[config.mk]
export PLATFORM = sky130hd
export DESIGN_NAME = btc_enc_top
export DESIGN_NICKNAME = d
export VERILOG_FILES = /design/src/logic/btc_pkg.sv /design/src/logic/btc_enc_col_code.sv /design/src/logic/btc_enc_ctrl.sv /design/src/logic/btc_enc_engine.sv /design/src/logic/btc_enc_row_code.sv /design/src/logic/btc_enc_top.sv /design/src/logic/codec_mem_block.sv
export SDC_FILE = /design/constraint.sdc
export NUM_CORES = 1
export LEC_CHECK = 0
export BUFFER_PORTS_ARGS = -buffer_cell sky130_fd_sc_hd__buf_2
export CAP_MARGIN = 20
export CORE_UTILIZATION = 49
export DETAILED_ROUTE_END_ITERATION = 10
export GPL_ROUTABILITY_DRIVEN = 1
export HOLD_SLACK_MARGIN = 0.02
export PLACE_DENSITY = 0.72
export SETUP_SLACK_MARGIN = 0.2
export SYNTH_ARGS = -nofsm -noshare
export SYNTH_HDL_FRONTEND = slang
export SYNTH_HIERARCHICAL = 1
export SYNTH_SLANG_ARGS = --single-unit
[constraint.sdc]
create_clock -name iclk -period 3.7 [get_ports iclk]
set_input_delay 0.74 -clock iclk [delete_from_list [all_inputs] [get_ports iclk]]
set_output_delay 0.74 -clock iclk [all_outputs]
set_load 0.1 [all_outputs]
[src/logic/btc_pkg.sv]
/*
  shared definitions of the block turbo code encoder
  code modes, block geometry and the packed structs that pass between
  the host side, the pass sequencer and the coders
  imported by every rtl module that needs a width, a mode or a strobe
*/
package btc_pkg;

  // --------------------
  // geometry
  // --------------------

  // word width, one bit lane per column coder
  localparam int cDAT_W      = 8;
  // words per buffer row, address = row * stride + col
  localparam int cROW_STRIDE = 8;
  localparam int cADDR_W     = 6;
  // row/col counters, up to 8 codeword rows or columns
  localparam int cCNT_W      = 3;
  // data rows and data words per row
  localparam int cK_SMALL    = 3;
  localparam int cK_FULL     = 7;
  // ram read, address reg + output reg
  localparam int cRD_LAT     = 2;
  localparam int cTAG_W      = 8;

  // --------------------
  // modes
  // --------------------

  // component code of one axis
  typedef enum logic {
    code_none = 1'b0,
    code_spc  = 1'b1
  } btc_code_mode_t;

  // shortening, 3x3 or 7x7 data words
  typedef enum logic {
    short_small = 1'b0,
    short_full  = 1'b1
  } btc_short_mode_t;

  // modes of one block
  typedef struct packed {
    btc_code_mode_t  xmode;
    btc_code_mode_t  ymode;
    btc_short_mode_t smode;
  } btc_mode_t;

  // per slot strobes, sequencer -> coders
  typedef struct packed {
    logic sop;
    logic eop;
    logic val;
  } btc_strobe_t;

endpackage

[src/logic/btc_enc_col_code.sv]
/*
  column coder, one bit lane of the column spc code
  walks down a column, passes the bits and puts the column parity
  in the last slot (row K); eight of them run side by side
*/
`timescale 1ns/1ps

module btc_enc_col_code (
  input  logic                    iclk    ,
  input  logic                    ireset  ,
  input  logic                    iclkena ,
  //
  input  btc_pkg::btc_code_mode_t imode   ,
  //
  input  btc_pkg::btc_strobe_t    istrb   ,
  input  logic                    idat    ,
  //
  output btc_pkg::btc_strobe_t    ostrb   ,
  output logic                    odat
);

  import btc_pkg::*;

  // parity of the column so far
  logic parity;

  always_ff @(posedge iclk or posedge ireset) begin
    if (ireset) begin
      ostrb <= '0;
    end
    else if (iclkena) begin
      ostrb <= istrb;
    end
  end

  always_ff @(posedge iclk) begin
    if (iclkena) begin
      // top of column drops the old sum
      if (istrb.val) begin
        parity <= idat ^ (parity & !istrb.sop);
      end
      odat <= (istrb.eop && imode == code_spc) ? parity : idat;
    end
  end

endmodule

[src/logic/btc_enc_ctrl.sv]
/*
  pass sequencer of the encoder engine
  idle -> row pass -> drain -> column pass -> drain -> output pass
  generates buffer addresses, slot strobes for the coders, the row/column
  select and the output write strobes; modes are taken at block start
*/
`timescale 1ns/1ps

module btc_enc_ctrl (
  input  logic                        iclk          ,
  input  logic                        ireset        ,
  input  logic                        iclkena       ,
  //
  input  btc_pkg::btc_mode_t          imode         ,
  //
  input  logic                        irbuf_full    ,
  output logic                        orempty       ,
  input  logic                        iwbuf_empty   ,
  //
  output logic [btc_pkg::cADDR_W-1:0] obuf_addr     ,
  output logic                        orow_mode     ,
  //
  input  logic                        irow_enc_busy ,
  output btc_pkg::btc_strobe_t        orow_strb     ,
  input  logic                        icol_enc_busy ,
  output btc_pkg::btc_strobe_t        ocol_strb     ,
  //
  output logic                        owrite        ,
  output logic                        owfull
);

  import btc_pkg::*;

  typedef enum logic [2:0] {
    s_idle,
    s_row,
    s_row_drain,
    s_col,
    s_col_drain,
    s_out
  } state_t;

  state_t            state;
  btc_mode_t         mode;
  logic [cCNT_W-1:0] row_cnt;
  logic [cCNT_W-1:0] col_cnt;
  logic [1:0]        drain_cnt;

  // block geometry, all as last index
  logic [cCNT_W-1:0] k_last;
  logic [cCNT_W-1:0] c_last;
  logic [cCNT_W-1:0] r_last;

  logic              row_end;
  logic              col_end;
  logic              drain_done;

  // --------------------
  // geometry
  // --------------------

  always_comb begin
    k_last = (mode.smode == short_full) ? cCNT_W'(cK_FULL - 1) : cCNT_W'(cK_SMALL - 1);
    // spc adds one column / one row
    c_last = k_last + cCNT_W'(mode.xmode == code_spc);
    r_last = k_last + cCNT_W'(mode.ymode == code_spc);
  end

  assign row_end    = (col_cnt == c_last);
  // column pass only runs with ymode spc, so R-1 is row K
  assign col_end    = (row_cnt == r_last);
  // coder output lands cRD_LAT + 1 ticks after the last slot
  assign drain_done = (drain_cnt == 2'(cRD_LAT + 1));

  // --------------------
  // pass FSM
  // --------------------

  always_ff @(posedge iclk or posedge ireset) begin
    if (ireset) begin
      state     <= s_idle;
      mode      <= '0;
      row_cnt   <= '0;
      col_cnt   <= '0;
      drain_cnt <= '0;
      orempty   <= 1'b0;
    end
    else if (iclkena) begin
      // tick after the last input buffer read
      orempty <= (state == s_row) && row_end && (row_cnt == k_last);
      // drain timer
      if (state == s_row_drain || state == s_col_drain) begin
        if (!drain_done) begin
          drain_cnt <= drain_cnt + 1'b1;
        end
      end
      else begin
        drain_cnt <= '0;
      end
      case (state)
        s_idle : begin
          mode    <= imode;
          row_cnt <= '0;
          col_cnt <= '0;
          if (irbuf_full && iwbuf_empty) begin
            state <= s_row;
          end
        end
        // data rows only, columns inner
        s_row, s_out : begin
          col_cnt <= row_end ? '0 : col_cnt + 1'b1;
          if (row_end) begin
            row_cnt <= row_cnt + 1'b1;
            if (state == s_row && row_cnt == k_last) begin
              state <= s_row_drain;
            end
            if (state == s_out && row_cnt == r_last) begin
              state <= s_idle;
            end
          end
        end
        s_row_drain : begin
          row_cnt <= '0;
          col_cnt <= '0;
          if (drain_done && !irow_enc_busy) begin
            state <= (mode.ymode == code_spc) ? s_col : s_out;
          end
        end
        // rows inner, row K is the parity slot
        s_col : begin
          row_cnt <= col_end ? '0 : row_cnt + 1'b1;
          if (col_end) begin
            col_cnt <= col_cnt + 1'b1;
            if (col_cnt == c_last) begin
              state <= s_col_drain;
            end
          end
        end
        s_col_drain : begin
          row_cnt <= '0;
          col_cnt <= '0;
          if (drain_done && !icol_enc_busy) begin
            state <= s_out;
          end
        end
        default : begin
          state <= s_idle;
        end
      endcase
    end
  end

  // --------------------
  // outputs
  // --------------------

  assign obuf_addr = cADDR_W'(row_cnt * cROW_STRIDE + col_cnt);
  // held through the drain, ram write mux follows it
  assign orow_mode = (state == s_row) || (state == s_row_drain);

  always_comb begin
    orow_strb.val = (state == s_row);
    orow_strb.sop = (state == s_row) && (col_cnt == '0);
    orow_strb.eop = (state == s_row) && row_end;
    ocol_strb.val = (state == s_col);
    ocol_strb.sop = (state == s_col) && (row_cnt == '0);
    ocol_strb.eop = (state == s_col) && col_end;
  end

  assign owrite = (state == s_out);
  assign owfull = (state == s_out) && row_end && (row_cnt == r_last);

endmodule

[src/logic/btc_enc_engine.sv]
/*
  encoder engine, sequencer + row coder + 8 column coders + codeword ram
  control is delayed cRD_LAT ticks to meet the ram read data, coders add
  one tick and the ram write reg one more; the output port follows the
  sequencer write strobe by three ticks, tag and modes ride with the block
*/
`timescale 1ns/1ps

module btc_enc_engine (
  input  logic                        iclk        ,
  input  logic                        ireset      ,
  input  logic                        iclkena     ,
  //
  input  btc_pkg::btc_mode_t          imode       ,
  //
  input  logic                        irbuf_full  ,
  input  logic [btc_pkg::cDAT_W-1:0]  irdat       ,
  input  logic [btc_pkg::cTAG_W-1:0]  irtag       ,
  output logic                        oread       ,
  output logic                        orempty     ,
  output logic [btc_pkg::cADDR_W-1:0] oraddr      ,
  //
  input  logic                        iwbuf_empty ,
  //
  output logic                        owrite      ,
  output logic                        owfull      ,
  output logic [btc_pkg::cADDR_W-1:0] owaddr      ,
  output logic [btc_pkg::cDAT_W-1:0]  owdat       ,
  output logic [btc_pkg::cTAG_W-1:0]  owtag       ,
  output btc_pkg::btc_mode_t          omode
);

  import btc_pkg::*;

  // ctrl
  logic [cADDR_W-1:0] ctrl__obuf_addr;
  logic               ctrl__orow_mode;
  btc_strobe_t        ctrl__orow_strb;
  btc_strobe_t        ctrl__ocol_strb;
  logic               ctrl__owrite;
  logic               ctrl__owfull;

  // row coder
  btc_strobe_t        row_code__istrb;
  btc_strobe_t        row_code__ostrb;
  logic [cDAT_W-1:0]  row_code__odat;

  // column coders, one per bit lane
  btc_strobe_t        col_code__istrb;
  btc_strobe_t        col_code__ostrb [cDAT_W];
  logic [cDAT_W-1:0]  col_code__odat;
  logic [cDAT_W-1:0]  col_code__busy;

  // codeword ram
  logic               mem__iwrite;
  logic [cADDR_W-1:0] mem__iwaddr;
  logic [cDAT_W-1:0]  mem__iwdat;
  logic [cDAT_W-1:0]  mem__ordat;

  // align lines
  btc_strobe_t        strb_line [cRD_LAT];
  logic [cRD_LAT-1:0] write_line;
  logic [cRD_LAT-1:0] wfull_line;
  logic [cADDR_W-1:0] addr_line [cRD_LAT+1];

  // tag and modes of the block in flight
  logic [cTAG_W-1:0]  blk_tag;
  btc_mode_t          blk_mode;

  // --------------------
  // sequencer
  // --------------------

  btc_enc_ctrl ctrl (
    .iclk          ( iclk                 ) ,
    .ireset        ( ireset               ) ,
    .iclkena       ( iclkena              ) ,
    .imode         ( imode                ) ,
    .irbuf_full    ( irbuf_full           ) ,
    .orempty       ( orempty              ) ,
    .iwbuf_empty   ( iwbuf_empty          ) ,
    .obuf_addr     ( ctrl__obuf_addr      ) ,
    .orow_mode     ( ctrl__orow_mode      ) ,
    .irow_enc_busy ( row_code__ostrb.val  ) ,
    .orow_strb     ( ctrl__orow_strb      ) ,
    .icol_enc_busy ( |col_code__busy      ) ,
    .ocol_strb     ( ctrl__ocol_strb      ) ,
    .owrite        ( ctrl__owrite         ) ,
    .owfull        ( ctrl__owfull         )
  );

  // spc parity slot of a row reads nothing
  assign oread  = ctrl__orow_strb.val && !(ctrl__orow_strb.eop && imode.xmode == code_spc);
  assign oraddr = ctrl__obuf_addr;

  // --------------------
  // align lines
  // --------------------

  always_ff @(posedge iclk or posedge ireset) begin
    if (ireset) begin
      strb_line  <= '{default : '0};
      write_line <= '0;
      wfull_line <= '0;
    end
    else if (iclkena) begin
      strb_line[0] <= ctrl__orow_mode ? ctrl__orow_strb : ctrl__ocol_strb;
      for (int i = 1; i < cRD_LAT; i++) begin
        strb_line[i] <= strb_line[i-1];
      end
      write_line <= {write_line[cRD_LAT-2:0], ctrl__owrite};
      wfull_line <= {wfull_line[cRD_LAT-2:0], ctrl__owfull};
    end
  end

  // one extra stage, coder delay before the ram write
  always_ff @(posedge iclk) begin
    if (iclkena) begin
      addr_line[0] <= ctrl__obuf_addr;
      for (int i = 1; i <= cRD_LAT; i++) begin
        addr_line[i] <= addr_line[i-1];
      end
    end
  end

  // --------------------
  // coders
  // --------------------

  always_comb begin
    row_code__istrb     = strb_line[cRD_LAT-1];
    row_code__istrb.val = strb_line[cRD_LAT-1].val && ctrl__orow_mode;
    col_code__istrb     = strb_line[cRD_LAT-1];
    col_code__istrb.val = strb_line[cRD_LAT-1].val && !ctrl__orow_mode;
  end

  btc_enc_row_code row_code (
    .iclk    ( iclk            ) ,
    .ireset  ( ireset          ) ,
    .iclkena ( iclkena         ) ,
    .imode   ( blk_mode.xmode  ) ,
    .istrb   ( row_code__istrb ) ,
    .idat    ( irdat           ) ,
    .ostrb   ( row_code__ostrb ) ,
    .odat    ( row_code__odat  )
  );

  for (genvar g = 0; g < cDAT_W; g++) begin : col_code_gen
    btc_enc_col_code col_code (
      .iclk    ( iclk               ) ,
      .ireset  ( ireset             ) ,
      .iclkena ( iclkena            ) ,
      .imode   ( blk_mode.ymode     ) ,
      .istrb   ( col_code__istrb    ) ,
      .idat    ( mem__ordat[g]      ) ,
      .ostrb   ( col_code__ostrb[g] ) ,
      .odat    ( col_code__odat[g]  )
    );
    assign col_code__busy[g] = col_code__ostrb[g].val;
  end

  // --------------------
  // codeword ram
  // --------------------

  codec_mem_block mem (
    .iclk    ( iclk            ) ,
    .ireset  ( ireset          ) ,
    .iclkena ( iclkena         ) ,
    .iwrite  ( mem__iwrite     ) ,
    .iwaddr  ( mem__iwaddr     ) ,
    .iwdat   ( mem__iwdat      ) ,
    .iraddr  ( ctrl__obuf_addr ) ,
    .ordat   ( mem__ordat      )
  );

  // coders are never active together
  always_ff @(posedge iclk or posedge ireset) begin
    if (ireset) begin
      mem__iwrite <= 1'b0;
    end
    else if (iclkena) begin
      mem__iwrite <= row_code__ostrb.val | col_code__busy[0];
    end
  end

  always_ff @(posedge iclk) begin
    if (iclkena) begin
      mem__iwdat  <= row_code__ostrb.val ? row_code__odat : col_code__odat;
      mem__iwaddr <= addr_line[cRD_LAT];
    end
  end

  // --------------------
  // output mapping
  // --------------------

  always_ff @(posedge iclk or posedge ireset) begin
    if (ireset) begin
      owrite <= 1'b0;
      owfull <= 1'b0;
    end
    else if (iclkena) begin
      owrite <= write_line[cRD_LAT-1];
      owfull <= wfull_line[cRD_LAT-1];
    end
  end

  always_ff @(posedge iclk) begin
    if (iclkena) begin
      owdat  <= mem__ordat;
      owaddr <= addr_line[cRD_LAT-1];
      // first word of the block
      if (write_line[cRD_LAT-1] && !owrite) begin
        owtag <= blk_tag;
        omode <= blk_mode;
      end
      // word 0 is read once per block, host side still stable
      if (oread && oraddr == '0) begin
        blk_tag  <= irtag;
        blk_mode <= imode;
      end
    end
  end

endmodule

[src/logic/btc_enc_row_code.sv]
/*
  row coder, word wide single parity check
  passes the data words of a row one tick later
  with spc the row's last slot is replaced by the xor of its data words
  ostrb.val doubles as the busy level for the sequencer
*/
`timescale 1ns/1ps

module btc_enc_row_code (
  input  logic                       iclk    ,
  input  logic                       ireset  ,
  input  logic                       iclkena ,
  //
  input  btc_pkg::btc_code_mode_t    imode   ,
  //
  input  btc_pkg::btc_strobe_t       istrb   ,
  input  logic [btc_pkg::cDAT_W-1:0] idat    ,
  //
  output btc_pkg::btc_strobe_t       ostrb   ,
  output logic [btc_pkg::cDAT_W-1:0] odat
);

  import btc_pkg::*;

  // running xor of the row, per bit lane
  logic [cDAT_W-1:0] parity;

  always_ff @(posedge iclk or posedge ireset) begin
    if (ireset) begin
      ostrb <= '0;
    end
    else if (iclkena) begin
      ostrb <= istrb;
    end
  end

  always_ff @(posedge iclk) begin
    if (iclkena) begin
      // sop restarts the sum
      if (istrb.val) begin
        parity <= istrb.sop ? idat : (parity ^ idat);
      end
      // parity slot, the word on idat there was never read
      if (istrb.val && istrb.eop && imode == code_spc) begin
        odat <= parity;
      end
      else begin
        odat <= idat;
      end
    end
  end

endmodule

[src/logic/btc_enc_top.sv]
/*
  encoder subsystem top
  the host loads one block into the input buffer, then pulses load_done
  with the tag and modes; the block-full flag clears on the engine's
  read-empty pulse, the codeword leaves on the owrite port
*/
`timescale 1ns/1ps

module btc_enc_top (
  input  logic                        iclk       ,
  input  logic                        ireset     ,
  input  logic                        iclkena    ,
  //
  input  logic                        load_write ,
  input  logic [btc_pkg::cADDR_W-1:0] load_addr  ,
  input  logic [btc_pkg::cDAT_W-1:0]  load_dat   ,
  input  logic                        load_done  ,
  input  logic [btc_pkg::cTAG_W-1:0]  load_tag   ,
  input  btc_pkg::btc_mode_t          load_mode  ,
  //
  input  logic                        wbuf_empty ,
  //
  output logic                        owrite     ,
  output logic                        owfull     ,
  output logic [btc_pkg::cADDR_W-1:0] owaddr     ,
  output logic [btc_pkg::cDAT_W-1:0]  owdat      ,
  output logic [btc_pkg::cTAG_W-1:0]  owtag      ,
  output btc_pkg::btc_mode_t          omode
);

  import btc_pkg::*;

  logic               rbuf_full;
  logic [cTAG_W-1:0]  rbuf_tag;
  btc_mode_t          rbuf_mode;
  logic [cADDR_W-1:0] rbuf_raddr;
  logic [cDAT_W-1:0]  rbuf_rdat;
  logic               rbuf_empty;

  // host input buffer
  codec_mem_block rbuf (
    .iclk    ( iclk       ) ,
    .ireset  ( ireset     ) ,
    .iclkena ( iclkena    ) ,
    .iwrite  ( load_write ) ,
    .iwaddr  ( load_addr  ) ,
    .iwdat   ( load_dat   ) ,
    .iraddr  ( rbuf_raddr ) ,
    .ordat   ( rbuf_rdat  )
  );

  // set by the host, cleared once the row pass has read everything
  always_ff @(posedge iclk or posedge ireset) begin
    if (ireset) begin
      rbuf_full <= 1'b0;
    end
    else if (iclkena) begin
      if (load_done) begin
        rbuf_full <= 1'b1;
      end
      else if (rbuf_empty) begin
        rbuf_full <= 1'b0;
      end
    end
  end

  always_ff @(posedge iclk) begin
    if (iclkena && load_done) begin
      rbuf_tag  <= load_tag;
      rbuf_mode <= load_mode;
    end
  end

  btc_enc_engine engine (
    .iclk        ( iclk       ) ,
    .ireset      ( ireset     ) ,
    .iclkena     ( iclkena    ) ,
    .imode       ( rbuf_mode  ) ,
    .irbuf_full  ( rbuf_full  ) ,
    .irdat       ( rbuf_rdat  ) ,
    .irtag       ( rbuf_tag   ) ,
    .oread       (            ) ,
    .orempty     ( rbuf_empty ) ,
    .oraddr      ( rbuf_raddr ) ,
    .iwbuf_empty ( wbuf_empty ) ,
    .owrite      ( owrite     ) ,
    .owfull      ( owfull     ) ,
    .owaddr      ( owaddr     ) ,
    .owdat       ( owdat      ) ,
    .owtag       ( owtag      ) ,
    .omode       ( omode      )
  );

endmodule

[src/logic/codec_mem_block.sv]
/*
  simple dual port ram, one write port and one registered read port
  read data comes two ticks after the read address
  serves as the host input buffer and as the engine's codeword buffer
*/
`timescale 1ns/1ps

module codec_mem_block (
  input  logic                        iclk    ,
  input  logic                        ireset  ,
  input  logic                        iclkena ,
  //
  input  logic                        iwrite  ,
  input  logic [btc_pkg::cADDR_W-1:0] iwaddr  ,
  input  logic [btc_pkg::cDAT_W-1:0]  iwdat   ,
  //
  input  logic [btc_pkg::cADDR_W-1:0] iraddr  ,
  output logic [btc_pkg::cDAT_W-1:0]  ordat
);

  import btc_pkg::*;

  // one word per address
  logic [cDAT_W-1:0]  mem [2**cADDR_W];
  logic [cADDR_W-1:0] raddr;

  // read address reg, first read tick
  always_ff @(posedge iclk or posedge ireset) begin
    if (ireset) begin
      raddr <= '0;
    end
    else if (iclkena) begin
      raddr <= iraddr;
    end
  end

  // write port and output reg, second read tick
  always_ff @(posedge iclk) begin
    if (iclkena) begin
      if (iwrite) begin
        mem[iwaddr] <= iwdat;
      end
      ordat <= mem[raddr];
    end
  end

endmodule

Yosys cells after proc, flatten, opt, wreduce, memory -nomap -nowiden
Memories as Yosys holds them, arrays and structs flattened. A register that Yosys moved wholly into a read port is not among the register bits.
Index checks and enable logic that the tools add are counted.

storage, ports and cells
  memories = 3
  output and inout bits = 27
  bits in latches = 0
  input port bits = 31
  memory bits (read-only) = 0
  RAM bits = 1042
  bits in registers = 124

operators by class
  shift-type cells = 0
  bitwise gates (word level) = 18
  div/mod/pow operators = 0
  multipliers = 0
  reduce and logical (&&, ||, !) cells = 48
  muxes and demuxes = 41
  add/subtract/negate cells = 6
  equality and inequality tests = 17
  magnitude comparators = 0

memory list
  name              words  width  rd ports  clocked after Yosys merged registers in  write ports  RTL line               source
  engine.mem.mem    64     8      1         1                                        1            codec_mem_block.sv:24  logic [cDAT_W-1:0] mem [2**cADDR_W];
  rbuf.mem          64     8      1         1                                        1            codec_mem_block.sv:24
  engine.addr_line  3      6      3         1                                        3            btc_enc_engine.sv:64   logic [cADDR_W-1:0] addr_line [cRD_LAT+1];

operator list
  operator                                                          count
  3-bit two-way mux                                                 15
  8-bit two-way mux                                                 3
  1-bit logical AND                                                 22
  1-bit two-way mux                                                 18
  3-bit case mux with 3 select lines                                2
  3-bit case mux with 5 select lines                                1
  2-bit AND reduction                                               7
  2-bit != test (second input constant)                             5
  3-bit == test                                                     3
  3-bit zero test                                                   3
  1-bit bitwise AND                                                 8
  8-bit AND reduction                                               1
  1-bit XOR                                                         8
  8-bit XOR                                                         1
  3-bit by 1-bit adder with 3-bit output                            2
  3-bit by 1-bit adder with 3-bit output (second input constant)    2
  6-bit by 3-bit adder with 6-bit output                            1
  3-bit by 2-bit == test with 1-bit output (second input constant)  2
  3-bit == test (second input constant)                             2
  1-bit zero test                                                   6
  6-bit zero test                                                   1
  3-bit AND reduction                                               2
  2-bit two-way mux                                                 2
  2-bit by 1-bit != test with 1-bit output (second input constant)  2
  other kinds (10)                                                  11

Logic depth before layout (Yosys ltp)
  word-level depth = 9
  depth in mapped cells = 8
  gate-level depth less buffers = 6

By module
The synthesis kept the hierarchy.

by module, submodules not included
  module            cells an instance  seq. area each (µm²)  area an instance (µm²)  times used
  codec_mem_block   922                15765.1               20352.0                 2
  btc_enc_engine    118                2187.1                2557.5                  1
  btc_enc_col_code  14                 135.1                 212.7                   8
  btc_enc_ctrl      118                375.4                 1064.8                  1
  btc_enc_row_code  49                 555.5                 828.3                   1
  btc_enc_top       16                 355.3                 379.1                   1

Worst setup path before layout
Ideal clock, no wire load.

  kind = input-to-reg
  from = input port load_addr[3] (netlist name)
  to = memory rbuf.mem[12][0] (enable)
  arrival time = 1938 ps
  setup slack = 1392 ps
  cell stages on the path = 4
  buffers on the path = 2
  library setup time = 370 ps
  cell sequence = clkbuf_1 > or3b_2 > clkbuf_1 > nor2_1

RTL lines
  element          RTL line               source
  start, declared  btc_enc_top.sv:15      input logic [btc_pkg::cADDR_W-1:0] load_addr ,
  end, declared    codec_mem_block.sv:24

No word-level cell before the write port.

==> summary.md <==
| Metric | Value |
|---|---|
| Status | `finished clean` |
| Pleak | `around 17 nW` |
| Critical path's largest stage delay | `around 0.94 ns` |
| TritonCTS clock tree | `built` |
| CTS root buffer | `clkbuf_16` |
| DRT Pass-1 Iters | `5` |
| Mapped Cells | `approximately 2.2k` |
| GRT Total Usage | `between 20% and 30%` |
| Post-route design area | `between 50,000 and 60,000 um^2` |
| Minimum clock period after layout | `roughly 3.3 ns` |
| Synth Area per Inst | `~21 um^2` |
| Layout cell share with drive strength beyond 1 | `between 20% and 30%` |
| Crit end category | `flip-flop` |
| Std-Cell Rows | `112` |
| Final ANT Viol Nets | `0` |
| WL/cell | `approximately 26 um` |
| Slowest CP cell | `a2111oi_0` |
| Number of synthesis warnings | `6` |
| Most frequent cells in the layout | `edfxtp_1 (1,145), mux4_2 (270), nor2_1 (160)` |
| Diodes inserted | `0` |
| Worst path required time | `between 4 and 5 ns` |
| Worst Path Class, Setup | `flip-flop to flip-flop` |
| H-Tree Depth | `3` |
| R2R Setup Slk | `approximately 0.43 ns` |
| GP Congestion | `a little over 0.8` |
| Tcrit/Tclk final | `88.4%` |
| Syn_nets | `2,258` |
| Crit-path cells | `buf_12 > mux4_2 > nor2b_1 > a2111oi_0 > o32ai_1` |
| FILL cells | `approximately 6.8k` |
| DRT iter0 DRCs | `approximately 2.6k` |
| Max_cap viols | `0` |
| Nets | `2,465` |
| Clk_lat worst skew | `0.70 ns` |
| Largest net degree at the start of global routing | `76` |
| Clock Power Share | `~31%` |
| Slew margin rel. | `25.8%` |
| CTS buffer count | `about 110` |
| Maximum clock frequency | `approximately 310 MHz` |
| Arr. time, crit path | `approximately 3.7 ns` |
| Synthesis-to-finish area growth | `13.8%` |
| Worst VDD drop | `between 0.5 and 0.6 mV` |
| First-pass GRT wire length | `between 100 and 150 mm` |
| Clock slew at reported path FFs | `about 0.060 ns` |
| Power share of the combinational group | `a little under a quarter` |
| Port Buffers | `57` |
| Actual transition at the worst max-transition pin | `approximately 1.1 ns` |
| Final Max Tran Viols | `0` |
| Final Hold Vio Count | `0` |
| Regs by FF count | `engine/mem/mem: 512 flops, rbuf/mem: 512 flops, engine/addr_line: 18 flops` |
| Clock buffer depth | `3` |
| Vias in the first global route | `around 23k` |
| Worst hold path class | `input pin to flip-flop` |
| PD cells | `approximately 700 nW/um^2` |
| Initial Util | `between 40 and 50%` |
| Vias | `around 22k` |
| Sw Share | `28.4%` |
| Clock skew | `roughly 0.024 ns` |
| CTS Sinks | `around 1.2k` |
| Post-DP HPWL | `around 60 mm` |
| Commonest non-fill, non-tap cell in the layout | `edfxtp_1` |
| Placed cells | `3,556` |
| CP Launch Type | `flip-flop` |
| Cell-internal power | `between 20 and 30 mW` |
| RSZ-0062 raised after global routing | `no` |
| Routed wire length | `slightly below 100 mm` |
| Post-Layout Cell Count | `around 3.8k` |
| Die Y | `approximately 310 um` |
| Fin Setup TNS | `0 ns` |
| DR vias/cell | `between 5 and 6` |
| Reg power frac | `approximately 45%` |
| # IOs | `a little under 60` |
| Critical path peak fanout | `30` |
| Global route total overflow | `0` |
| Area of the mapped netlist | `46,600 um^2` |
| Post-DP Area | `about 50,000 um^2` |
| Final setup fails | `0` |
| Sw power | `roughly 11 mW` |
| Die ar. | `a little under 100,000 um^2` |
| Post-CTS Resized | `0` |
| DR DRC count | `0` |
| Initial antenna violation count | `0` |
| Die width | `310 um` |
| Placeable Area | `93,700 um^2` |
| Postcts setup bufs | `0` |
[area by class of cell]
type | instances | area, um^2 | area share, %
clock buffer | 141 | 3020 | 5.69
clock inverter | 74 | 767 | 1.45
inverter | 23 | 86.3 | 0.163
multi-input combinational | 894 | 10300 | 19.4
sequential | 1195 | 35700 | 67.2
tap | 1254 | 1570 | 2.96
timing repair buffer | 200 | 1660 | 3.13
[layer usage]
| metal | GRT usage (%) | wire length, um | up-vias |
|---|---|---|---|
| met4 | 6.77 | 2730 | 0 |
| li1 | - | - | 9527 |
| met1 | 29.0 | 39800 | 11782 |
| met5 | 0 | 0 | - |
| met3 | 2.83 | 6270 | 177 |
| met2 | 34.6 | 49100 | 880 |
[worst paths after layout]
path,startpoint,endpoint,cells after the start
min,load_tag[2],rbuf_tag[2]$_DFFE_PP_,1
max reg2reg,rbuf/raddr[0]$_DFFE_PP0P_,rbuf/ordat[3]$_DFFE_PP_,5
min in group asynchronous,ireset,rbuf_full$_DFFE_PP0P_,3
max,rbuf/raddr[0]$_DFFE_PP0P_,rbuf/ordat[3]$_DFFE_PP_,5
min reg2reg,engine/addr_line[0][4]$_DFFE_PP_,engine/addr_line[1][4]$_DFFE_PP_,0
max in group asynchronous,ireset,engine/ctrl/mode[1]$_DFFE_PP0P_,3
[power groups by stage]
stage                     Combinational (mW)  Clock (mW)  Sequential, mW
after CTS                               9.03        11.9            17.2
after global routing                    9.52        12.5            17.3
after detailed placement                8.95           0            17.5
after global placement                  8.77           0            17.5
final                                   9.00        11.8            17.2
after floorplan                         6.29           0            17.3
[worst max-delay path, delay by kind of cell, from the launching register on]
family          cells  cell delay (ns)
flops               1             0.85
simple gates        1             0.15
compound gates      2             1.08
mux                 1             0.55
buf+inv             1             0.32
[per-stage QoR]
step | hold slack (ns) | total power, mW | utilization, % | setup WS [ns]
2_1_floorplan | 0.400 | 23.6 | - | 1.39
3_3_place_gp | 0.401 | 26.2 | 52.3 | 0.470
3_5_place_dp | 0.405 | 26.5 | 52.3 | 0.481
4_1_cts | 0.180 | 38.2 | 56.3 | 0.480
5_1_grt | 0.190 | 39.3 | 56.6 | 0.383
6_report | 0.226 | 38.0 | 56.6 | 0.430
[what timing repair did]
item,CTS,global route
hold buffers,1,0
hold endpoints to repair,10,0
endpoints found under the setup margin,0,0
(Power assumes the default switching activity.)
